## config.mk

```make
export PLATFORM = sky130hd
export DESIGN_NAME = mips_core
export DESIGN_NICKNAME = d
export VERILOG_FILES = /design/src/design/mips_pkg.sv /design/src/design/pipe_reg.sv /design/src/design/fetch_stage.sv /design/src/design/register_file.sv /design/src/design/decode_stage.sv /design/src/design/execute_stage.sv /design/src/design/mem_wb_stage.sv /design/src/design/mips_core.sv
export SDC_FILE = /design/constraint.sdc
export NUM_CORES = 2
export LEC_CHECK = 0
export BUFFER_PORTS_ARGS = -buffer_cell sky130_fd_sc_hd__buf_2
export CAP_MARGIN = 20
export CELL_PAD_IN_SITES_DETAIL_PLACEMENT = 1
export CELL_PAD_IN_SITES_GLOBAL_PLACEMENT = 2
export CORE_MARGIN = 3
export CORE_UTILIZATION = 43
export DETAILED_ROUTE_END_ITERATION = 12
export GPL_ROUTABILITY_DRIVEN = 1
export PLACE_DENSITY = 0.83
export REMOVE_ABC_BUFFERS = 1
export SLEW_MARGIN = 20
export SYNTH_ARGS = -nofsm -noshare
export SYNTH_HDL_FRONTEND = slang
export SYNTH_SLANG_ARGS = --single-unit
```

## constraint.sdc

```tcl
create_clock -name CLK -period 6.8 [get_ports CLK]
set_input_delay 1.02 -clock CLK [delete_from_list [all_inputs] [get_ports CLK]]
set_output_delay 1.02 -clock CLK [all_outputs]
set_load 0.1 [all_outputs]
```

## src/design/mips_pkg.sv

```systemverilog
//////////////////////////////
// shared widths, encodings and pipeline payload structs for the
// five-stage MIPS core, imported by every stage
//////////////////////////////

package mips_pkg;

   localparam int WORD_W    = 32;
   localparam int REG_IDX_W = 5;

   typedef logic [WORD_W-1:0]    word_t;
   typedef logic [REG_IDX_W-1:0] reg_idx_t;

   localparam word_t    RESET_PC = 32'h0000_0000;
   localparam reg_idx_t ZERO_REG = 5'd0;

   // primary opcodes, instr[31:26]
   typedef enum logic [5:0] {
      RTYPE = 6'h00,
      J     = 6'h02,
      BEQ   = 6'h04,
      BNE   = 6'h05,
      ADDIU = 6'h09,
      SLTI  = 6'h0a,
      ORI   = 6'h0d,
      LUI   = 6'h0f,
      LW    = 6'h23,
      SW    = 6'h2b,
      HALT  = 6'h3f
   } opcode_e;

   // r-type function codes, instr[5:0]
   typedef enum logic [5:0] {
      ADDU = 6'h21,
      SUBU = 6'h23,
      AND  = 6'h24,
      OR   = 6'h25,
      SLT  = 6'h2a
   } funct_e;

   typedef enum logic [2:0] {
      ALU_ADD = 3'd0, // must stay zero, bubbles decode to add
      ALU_SUB = 3'd1,
      ALU_AND = 3'd2,
      ALU_OR  = 3'd3,
      ALU_SLT = 3'd4
   } alu_op_e;

   //////////////////////////////
   // pipeline payloads
   //////////////////////////////

   typedef struct packed {
      alu_op_e alu_op;
      logic    alu_src_imm;
      logic    reg_write;
      logic    mem_read;
      logic    mem_write;
      logic    branch_eq;
      logic    branch_ne;
      logic    jump;
      logic    lui;
      logic    halt;
   } ctrl_t;

   typedef struct packed {
      word_t instr;
      word_t npc;    // pc + 4
   } fetch_t;

   typedef struct packed {
      ctrl_t    ctrl;
      reg_idx_t rs;
      reg_idx_t rt;
      reg_idx_t dst;
      word_t    rdat1;
      word_t    rdat2;
      word_t    imm;
      word_t    npc;
      word_t    jaddr;
   } idex_t;

   typedef struct packed {
      ctrl_t    ctrl;
      reg_idx_t dst;
      word_t    alu_out;
      word_t    sdata;   // store data after forwarding
   } exmem_t;

   typedef struct packed {
      logic     reg_write;
      logic     mem_read;
      logic     halt;
      reg_idx_t dst;
      word_t    alu_out;
      word_t    ldata;
   } memwb_t;

   typedef struct packed {
      logic     wen;
      reg_idx_t waddr;
      word_t    wdata;
   } wb_t;

   typedef struct packed {
      logic  taken;
      word_t target;
   } redirect_t;

   typedef struct packed {
      logic  ren;
      logic  wen;
      word_t addr;
      word_t wdata;
   } dmem_req_t;

endpackage

```

## src/design/pipe_reg.sv

```systemverilog
//////////////////////////////
// generic pipeline register, payload set by type parameter
// flush loads an all-zero bubble
//////////////////////////////
`timescale 1ns/10ps

module pipe_reg #(
   parameter type payload_t = logic
) (
   input  logic     CLK,
   input  logic     nRST,
   input  logic     en_i,
   input  logic     flush_i,   // wins over en_i
   input  payload_t d_i,
   output payload_t q_o
);

   always_ff @(posedge CLK or negedge nRST) begin
      if (!nRST) begin
         q_o <= '0;
      end
      else if (flush_i) begin
         q_o <= '0;            // bubble, all controls inactive
      end
      else if (en_i) begin
         q_o <= d_i;
      end
   end

endmodule

```

## src/design/fetch_stage.sv

```systemverilog
//////////////////////////////
// instruction fetch: program counter, next pc select
// and the IF/ID register
//////////////////////////////
`timescale 1ns/10ps

module fetch_stage
   import mips_pkg::*;
(
   input  logic      CLK,
   input  logic      nRST,
   input  word_t     imem_data_i,
   output word_t     imem_addr_o,
   input  logic      stall_i,
   input  redirect_t redirect_i,
   input  logic      halt_i,
   output fetch_t    if_id_o
);

   word_t  pc;
   word_t  pc_plus4;
   word_t  next_pc;
   fetch_t if_id_d;

   assign pc_plus4    = pc + 32'd4;
   assign imem_addr_o = pc;

   // halt freezes, then redirect, then load-use hold
   always_comb begin
      if (halt_i) begin
         next_pc = pc;
      end
      else if (redirect_i.taken) begin
         next_pc = redirect_i.target;
      end
      else if (stall_i) begin
         next_pc = pc;
      end
      else begin
         next_pc = pc_plus4;
      end
   end

   always_ff @(posedge CLK or negedge nRST) begin
      if (!nRST) begin
         pc <= RESET_PC;
      end
      else begin
         pc <= next_pc;
      end
   end

   assign if_id_d.instr = imem_data_i;
   assign if_id_d.npc   = pc_plus4;

   // squashed on redirect, drained to bubbles once halted
   pipe_reg #(.payload_t(fetch_t)) i_if_id_reg (
      .CLK     (CLK),
      .nRST    (nRST),
      .en_i    (!stall_i && !halt_i),
      .flush_i (redirect_i.taken || halt_i),
      .d_i     (if_id_d),
      .q_o     (if_id_o)
   );

endmodule

```

## src/design/register_file.sv

```systemverilog
//////////////////////////////
// 32 x 32 register file, r0 reads zero
// same-cycle write is bypassed to the read ports
//////////////////////////////
`timescale 1ns/10ps

module register_file
   import mips_pkg::*;
(
   input  logic     CLK,
   input  logic     nRST,
   input  reg_idx_t rsel1_i,
   input  reg_idx_t rsel2_i,
   input  wb_t      wb_i,
   output word_t    rdat1_o,
   output word_t    rdat2_o
);

   word_t regs [2**REG_IDX_W];
   logic  wr_ok;

   assign wr_ok = wb_i.wen && (wb_i.waddr != ZERO_REG);

   always_ff @(posedge CLK or negedge nRST) begin
      if (!nRST) begin
         for (int i = 0; i < 2**REG_IDX_W; i++) begin
            regs[i] <= '0;
         end
      end
      else if (wr_ok) begin
         regs[wb_i.waddr] <= wb_i.wdata;
      end
   end

   // write-before-read
   assign rdat1_o = (wr_ok && wb_i.waddr == rsel1_i) ? wb_i.wdata : regs[rsel1_i];
   assign rdat2_o = (wr_ok && wb_i.waddr == rsel2_i) ? wb_i.wdata : regs[rsel2_i];

endmodule

```

## src/design/decode_stage.sv

```systemverilog
//////////////////////////////
// instruction decode: control decode, immediate extension,
// register read, load-use detect and the ID/EX register
//////////////////////////////
`timescale 1ns/10ps

module decode_stage
   import mips_pkg::*;
(
   input  logic      CLK,
   input  logic      nRST,
   input  fetch_t    if_id_i,
   input  wb_t       wb_i,
   input  redirect_t redirect_i,
   output logic      stall_o,
   output idex_t     id_ex_o
);

   opcode_e  op;
   funct_e   fn;
   reg_idx_t rs, rt, rd;
   ctrl_t    ctrl;
   word_t    rdat1, rdat2;
   idex_t    id_ex_d;

   assign op = opcode_e'(if_id_i.instr[31:26]);
   assign fn = funct_e'(if_id_i.instr[5:0]);
   assign rs = if_id_i.instr[25:21];
   assign rt = if_id_i.instr[20:16];
   assign rd = if_id_i.instr[15:11];

   register_file i_regfile (
      .CLK     (CLK),
      .nRST    (nRST),
      .rsel1_i (rs),
      .rsel2_i (rt),
      .wb_i    (wb_i),
      .rdat1_o (rdat1),
      .rdat2_o (rdat2)
   );

   //////////////////////////////
   // control decode
   //////////////////////////////
   always_comb begin
      ctrl = '0;   // unknown encodings behave as nop
      case (op)
         RTYPE: begin
            ctrl.reg_write = 1'b1;
            case (fn)
               ADDU:    ctrl.alu_op = ALU_ADD;
               SUBU:    ctrl.alu_op = ALU_SUB;
               AND:     ctrl.alu_op = ALU_AND;
               OR:      ctrl.alu_op = ALU_OR;
               SLT:     ctrl.alu_op = ALU_SLT;
               default: ctrl.reg_write = 1'b0;
            endcase
         end
         ADDIU: {ctrl.alu_src_imm, ctrl.reg_write} = 2'b11;
         SLTI: begin
            ctrl.alu_op = ALU_SLT;
            {ctrl.alu_src_imm, ctrl.reg_write} = 2'b11;
         end
         ORI: begin
            ctrl.alu_op = ALU_OR;
            {ctrl.alu_src_imm, ctrl.reg_write} = 2'b11;
         end
         LUI:     {ctrl.lui, ctrl.alu_src_imm, ctrl.reg_write} = 3'b111;
         LW:      {ctrl.alu_src_imm, ctrl.reg_write, ctrl.mem_read} = 3'b111;
         SW:      {ctrl.alu_src_imm, ctrl.mem_write} = 2'b11;
         BEQ:     ctrl.branch_eq = 1'b1;
         BNE:     ctrl.branch_ne = 1'b1;
         J:       ctrl.jump = 1'b1;
         HALT:    ctrl.halt = 1'b1;
         default: ctrl = '0;
      endcase
   end

   // load in EX feeding this instruction, hold one cycle
   assign stall_o = id_ex_o.ctrl.mem_read && (id_ex_o.dst != ZERO_REG) &&
                    (id_ex_o.dst == rs || id_ex_o.dst == rt);

   assign id_ex_d.ctrl  = ctrl;
   assign id_ex_d.rs    = rs;
   assign id_ex_d.rt    = rt;
   assign id_ex_d.dst   = (op == RTYPE) ? rd : rt;
   assign id_ex_d.rdat1 = rdat1;
   assign id_ex_d.rdat2 = rdat2;
   assign id_ex_d.imm   = (op == ORI) ? {16'h0000, if_id_i.instr[15:0]}
                                      : {{16{if_id_i.instr[15]}}, if_id_i.instr[15:0]};
   assign id_ex_d.npc   = if_id_i.npc;
   assign id_ex_d.jaddr = {if_id_i.npc[31:28], if_id_i.instr[25:0], 2'b00};

   pipe_reg #(.payload_t(idex_t)) i_id_ex_reg (
      .CLK     (CLK),
      .nRST    (nRST),
      .en_i    (1'b1),
      .flush_i (stall_o || redirect_i.taken),   // bubble on stall or squash
      .d_i     (id_ex_d),
      .q_o     (id_ex_o)
   );

endmodule

```

## src/design/execute_stage.sv

```systemverilog
//////////////////////////////
// execute: operand forwarding, ALU, branch/jump resolution
// and the EX/MEM register
//////////////////////////////
`timescale 1ns/10ps

module execute_stage
   import mips_pkg::*;
(
   input  logic      CLK,
   input  logic      nRST,
   input  idex_t     id_ex_i,
   input  wb_t       wb_i,
   output redirect_t redirect_o,
   output exmem_t    ex_mem_o
);

   word_t  fwd_a, fwd_b;
   word_t  alu_a, alu_b;
   word_t  alu_out;
   word_t  br_target;
   logic   equal;
   exmem_t ex_mem_d;

   // mem stage beats wb stage, r0 never forwarded
   function automatic word_t fwd_sel(reg_idx_t src, word_t rdat, exmem_t em, wb_t wb);
      word_t val;
      val = rdat;
      if (wb.wen && wb.waddr != ZERO_REG && wb.waddr == src) begin
         val = wb.wdata;
      end
      // loads never forward from mem, the load-use stall covers them
      if (em.ctrl.reg_write && !em.ctrl.mem_read && em.dst != ZERO_REG && em.dst == src) begin
         val = em.alu_out;
      end
      return val;
   endfunction

   assign fwd_a = fwd_sel(id_ex_i.rs, id_ex_i.rdat1, ex_mem_o, wb_i);
   assign fwd_b = fwd_sel(id_ex_i.rt, id_ex_i.rdat2, ex_mem_o, wb_i);

   //////////////////////////////
   // alu
   //////////////////////////////
   assign alu_a = id_ex_i.ctrl.lui ? '0 : fwd_a;   // lui is 0 + imm<<16

   always_comb begin
      if (id_ex_i.ctrl.lui) begin
         alu_b = {id_ex_i.imm[15:0], 16'h0000};
      end
      else if (id_ex_i.ctrl.alu_src_imm) begin
         alu_b = id_ex_i.imm;
      end
      else begin
         alu_b = fwd_b;
      end
   end

   always_comb begin
      case (id_ex_i.ctrl.alu_op)
         ALU_ADD: alu_out = alu_a + alu_b;
         ALU_SUB: alu_out = alu_a - alu_b;
         ALU_AND: alu_out = alu_a & alu_b;
         ALU_OR:  alu_out = alu_a | alu_b;
         ALU_SLT: alu_out = {{(WORD_W-1){1'b0}}, $signed(alu_a) < $signed(alu_b)};
         default: alu_out = '0;
      endcase
   end

   //////////////////////////////
   // branch / jump
   //////////////////////////////
   assign equal     = (fwd_a == fwd_b);
   assign br_target = id_ex_i.npc + {id_ex_i.imm[WORD_W-3:0], 2'b00};

   assign redirect_o.taken  = (id_ex_i.ctrl.branch_eq && equal) ||
                              (id_ex_i.ctrl.branch_ne && !equal) ||
                              id_ex_i.ctrl.jump;
   assign redirect_o.target = id_ex_i.ctrl.jump ? id_ex_i.jaddr : br_target;

   assign ex_mem_d.ctrl    = id_ex_i.ctrl;
   assign ex_mem_d.dst     = id_ex_i.dst;
   assign ex_mem_d.alu_out = alu_out;
   assign ex_mem_d.sdata   = fwd_b;         // store data after forwarding

   // never stalled or flushed, branch itself moves on
   pipe_reg #(.payload_t(exmem_t)) i_ex_mem_reg (
      .CLK     (CLK),
      .nRST    (nRST),
      .en_i    (1'b1),
      .flush_i (1'b0),
      .d_i     (ex_mem_d),
      .q_o     (ex_mem_o)
   );

endmodule

```

## src/design/mem_wb_stage.sv

```systemverilog
//////////////////////////////
// memory access, MEM/WB register, writeback select
// and the sticky halt flag
//////////////////////////////
`timescale 1ns/10ps

module mem_wb_stage
   import mips_pkg::*;
(
   input  logic      CLK,
   input  logic      nRST,
   input  exmem_t    ex_mem_i,
   input  word_t     dmem_rdata_i,
   output dmem_req_t dmem_req_o,
   output wb_t       wb_o,
   output logic      halt_o
);

   memwb_t mem_wb_d, mem_wb_q;
   logic   quiet;

   // halt ahead in wb, nothing younger may touch memory
   assign quiet = mem_wb_q.halt || halt_o;

   assign dmem_req_o.ren   = ex_mem_i.ctrl.mem_read && !quiet;
   assign dmem_req_o.wen   = ex_mem_i.ctrl.mem_write && !quiet;
   assign dmem_req_o.addr  = ex_mem_i.alu_out;
   assign dmem_req_o.wdata = ex_mem_i.sdata;

   assign mem_wb_d.reg_write = ex_mem_i.ctrl.reg_write;
   assign mem_wb_d.mem_read  = ex_mem_i.ctrl.mem_read;
   assign mem_wb_d.halt      = ex_mem_i.ctrl.halt;
   assign mem_wb_d.dst       = ex_mem_i.dst;
   assign mem_wb_d.alu_out   = ex_mem_i.alu_out;
   assign mem_wb_d.ldata     = dmem_rdata_i;   // same-cycle load data

   pipe_reg #(.payload_t(memwb_t)) i_mem_wb_reg (
      .CLK     (CLK),
      .nRST    (nRST),
      .en_i    (1'b1),
      .flush_i (1'b0),
      .d_i     (mem_wb_d),
      .q_o     (mem_wb_q)
   );

   assign wb_o.wen   = mem_wb_q.reg_write;
   assign wb_o.waddr = mem_wb_q.dst;
   assign wb_o.wdata = mem_wb_q.mem_read ? mem_wb_q.ldata : mem_wb_q.alu_out;

   always_ff @(posedge CLK or negedge nRST) begin
      if (!nRST) begin
         halt_o <= 1'b0;
      end
      else if (mem_wb_q.halt) begin
         halt_o <= 1'b1;   // sticky until reset
      end
   end

endmodule

```

## src/design/mips_core.sv

```systemverilog
//////////////////////////////
// five-stage pipelined MIPS core top level
// same-cycle instruction and data memory ports
//////////////////////////////
`timescale 1ns/10ps

module mips_core
   import mips_pkg::*;
(
   input  logic      CLK,
   input  logic      nRST,
   input  word_t     imem_data_i,
   output word_t     imem_addr_o,
   input  word_t     dmem_rdata_i,
   output dmem_req_t dmem_req_o,
   output logic      halt_o
);

   fetch_t    if_id;
   idex_t     id_ex;
   exmem_t    ex_mem;
   wb_t       wb;
   redirect_t redirect;
   logic      stall;

   fetch_stage i_fetch (
      .CLK         (CLK),
      .nRST        (nRST),
      .imem_data_i (imem_data_i),
      .imem_addr_o (imem_addr_o),
      .stall_i     (stall),
      .redirect_i  (redirect),
      .halt_i      (halt_o),
      .if_id_o     (if_id)
   );

   decode_stage i_decode (
      .CLK        (CLK),
      .nRST       (nRST),
      .if_id_i    (if_id),
      .wb_i       (wb),
      .redirect_i (redirect),
      .stall_o    (stall),
      .id_ex_o    (id_ex)
   );

   execute_stage i_execute (
      .CLK        (CLK),
      .nRST       (nRST),
      .id_ex_i    (id_ex),
      .wb_i       (wb),
      .redirect_o (redirect),
      .ex_mem_o   (ex_mem)
   );

   mem_wb_stage i_mem_wb (
      .CLK          (CLK),
      .nRST         (nRST),
      .ex_mem_i     (ex_mem),
      .dmem_rdata_i (dmem_rdata_i),
      .dmem_req_o   (dmem_req_o),
      .wb_o         (wb),
      .halt_o       (halt_o)
   );

endmodule

```

==> metrics.txt <==
CTS tree=done; first-pass GRT wire length=419.1 mm; FF/Latch Area=35230 sq um; Async SR Flop Fraction=1.000; GP Congestion=between 0.9 and 1; Starting DRT DRC Count=5513; IO Pins=165; Synth top cells by count=dfrtp_1 (1406), nor2_1 (725), nand2_1 (666); Clock Latency Late Sink=0.83 ns; post-DP HPWL=approximately 180 mm; vias in the first global route=61900; leakage power=36.23 nW; share of cells above drive strength 1=0.2087; Mean Syn Cell Area=10.93 sq um; initial antenna violation count=6; CTS H-tree depth=4; Tmin final=6.377 ns; CTS Buf Count=161; Sink Count=1406; Final Hold Viols=0; Core ar.=174400 sq um; Post-CTS Setup Bufs=0; number of port buffers=between 150 and 200; Die ar.=181200 sq um; Post-synth top flop=dfrtp_1; post-layout instance area=between 80000 and 90000 sq um; Initial Util=0.4342; Critical Path AT=7.10 ns; Synth warnings=0; Slew Limit Fails=0; RSZ-0062 raised after global routing=no; Post-synth EDFFs=0; Worst Setup Path Type=register to register; Setup Viol. Count Final=0; post-synth top area share=0.4646; Post-Syn Instances=roughly 7000; Clock transition at path regs=0.06 ns; DR DRC count=0; Die H=about 430 um; # fillers=18360; total gr overflow=0; post-synth cell types=85; status=finished, final reports clean; via count=about 58000; PostCTS Resize Cnt=0; Final Cycle Share=0.9378; number of nets in the layout=roughly 6900; Slew HR=0.2294; Area Overhead vs Synth=11.15%; Post-Route WL=between 200 and 300 mm; Yosys reg bits=roughly 1400; overall fraction of global-route tracks in use=0.3129; Synth area leader=dfrtp_1; num rows=153; largest net degree at the start of global routing=~180; setup_tns=0 ns; Critical Path Fanout Max=31; total power=42.65 mW; Pwr per Cell Area=506.7 nW/um^2; placed cell area=between 70000 and 80000 sq um; DR pass1 iterations=7; Hold Crit Class=primary input to async pin; measured slew at the worst slew-check pin=approximately 1.2 ns; Longest Clk Path Bufs=3; area of the multi-input gates=between 30000 and 40000 sq um; register area share after synthesis=0.4646; Via density=6.354; CP Launch Type=register; Worst Clk Skew=0.03293 ns; Synth area leaders=dfrtp_1 (46%), mux4_2 (19%), o21ai_0 (4.4%); Worst EP required=7.53 ns; hold buffer count at CTS=0; Clock Tree Root=clkbuf_16; Max Freq=0.1568 GHz; Post-DRT Antenna Nets=0; CP endpoint kind=register; most frequent cell after synthesis=dfrtp_1; Die Span X=425.7 um; Post-Syn Area=approximately 76000 sq um; DR WL/cell=between 30 and 40 um; MaxCap Viol Count=0; VDD IR max=~0.0016 V
## per-layer routing
layer,global-route usage,part of all wire,wire length (um),vias to the layer above
met4,0.1648,0.059,16640,0
met2,0.4948,0.47,131700,2248
li1,-,-,-,24610
met5,0,0,0,-
met3,0.05222,0.071,19860,651
met1,0.4156,0.40,113000,30790
## report_power, final
| part | internal [mW] | total, mW | switching [mW] |
|---|---|---|---|
| Clock | 5.25 | 9.07 | 3.82 |
| Combinational | 7.53 | 21.3 | 13.7 |
| Sequential | 10.2 | 12.3 | 2.14 |
## cells in the final DEF, fill, tap and decap left out, types with 63 or more instances in the layout
master	netlist	final
nor2_1	725	707
dfrtp_1	1406	1391
and2_1	63	63
buf_4	70	166
nand2_1	666	651
inv_1	140	140
o21ai_0	665	665
mux4_2	640	640
nand3_1	103	101
a211oi_1	115	115
ha_1	136	136
clkbuf_16	0	163
xnor2_1	87	87
a21oi_1	655	655
buf_2	29	163
## final timing paths
| path | startpoint | end | slack (ns) | cells past startpoint |
|---|---|---|---|---|
| worst max-delay path | i_mem_wb.i_mem_wb_reg.q_o[67] | i_execute.i_ex_mem_reg.q_o[58] | 0.42 | 24 |
| worst min-delay path | nRST | i_decode.i_regfile.regs[424] | 0.27 | 1 |
| worst max register to register | i_mem_wb.i_mem_wb_reg.q_o[67] | i_execute.i_ex_mem_reg.q_o[58] | 0.42 | 24 |
| worst min register to register | i_execute.i_ex_mem_reg.q_o[69] | i_mem_wb.i_mem_wb_reg.q_o[69] | 0.35 | 0 |
| max in group asynchronous | nRST | i_decode.i_regfile.regs[635] | 4.85 | 2 |
| min in group CLK | dmem_rdata_i[20] | i_mem_wb.i_mem_wb_reg.q_o[20] | 0.29 | 1 |
## through the flow
stage	cells	hold WS [ns]	worst slack [ns]	utilization
final	9176	0.2688	0.4230	0.4826
after global routing	9174	0.2523	0.04411	0.4826
after CTS	9173	0.2291	0.5000	0.4826
after detailed placement	8881	0.3373	0.5702	0.4510
after global placement	8881	0.3333	0.6171	0.4510
after floorplan	6209	0.3312	-8.254	-
## cells by family after synthesis
kind of cell / count (synthesis) / share of synthesized area
buffers and inverters: 862 / 0.04757
flip-flops: 1406 / 0.4646
multiplexers: 723 / 0.2019
adder cells (fa/ha/maj): 139 / 0.02326
AO/OA/AOI/OAI: 1841 / 0.1429
AND/OR/NAND/NOR: 1820 / 0.1036
XOR/XNOR: 140 / 0.01619
## sequential cells by signal, summed over array words and instances, names as in the netlist
name	flops
i_mem_wb.i_mem_wb_reg.q_o	72
i_decode.i_regfile.regs	1024
i_mem_wb.halt_o	1
i_execute.i_ex_mem_reg.q_o	73
i_fetch.i_if_id_reg.q_o	64
i_fetch.imem_addr_o	32
i_decode.i_id_ex_reg.q_o	140
## area by class of cell
| type | instances | area share |
|---|---|---|
| Antenna cell | 3 | 0.00008919 |
| Clock buffer | 228 | 0.05552 |
| Clock inverter | 64 | 0.009781 |
| Inverter | 140 | 0.006243 |
| Multi-Input combinational cell | 4663 | 0.4465 |
| Sequential cell | 1406 | 0.4185 |
| Tap cell | 2325 | 0.03456 |
| Timing Repair Buffer | 347 | 0.02878 |
## worst max-delay path: stages, from the launching register on
cell and delay, ns:
dfrtp_1 0.66, nor3_2 0.15, buf_4 0.21, a211oi_4 0.22
and2_4 0.53, a211oi_1 0.16, a21oi_1 0.22, nor2_1 0.09
inv_1 0.10, ha_1 0.20, inv_1 0.08, fa_1 0.45
a21o_1 0.18, a21o_1 0.20, a21o_1 0.17, a21oi_1 0.26
o31ai_1 0.17, a2111oi_0 0.44, buf_4 0.20, o31a_1 0.27
o41a_1 0.28, a211o_1 0.18, nor2b_1 0.06, or4_1 0.49
a311oi_1 0.27
(Power assumes the default switching activity.)
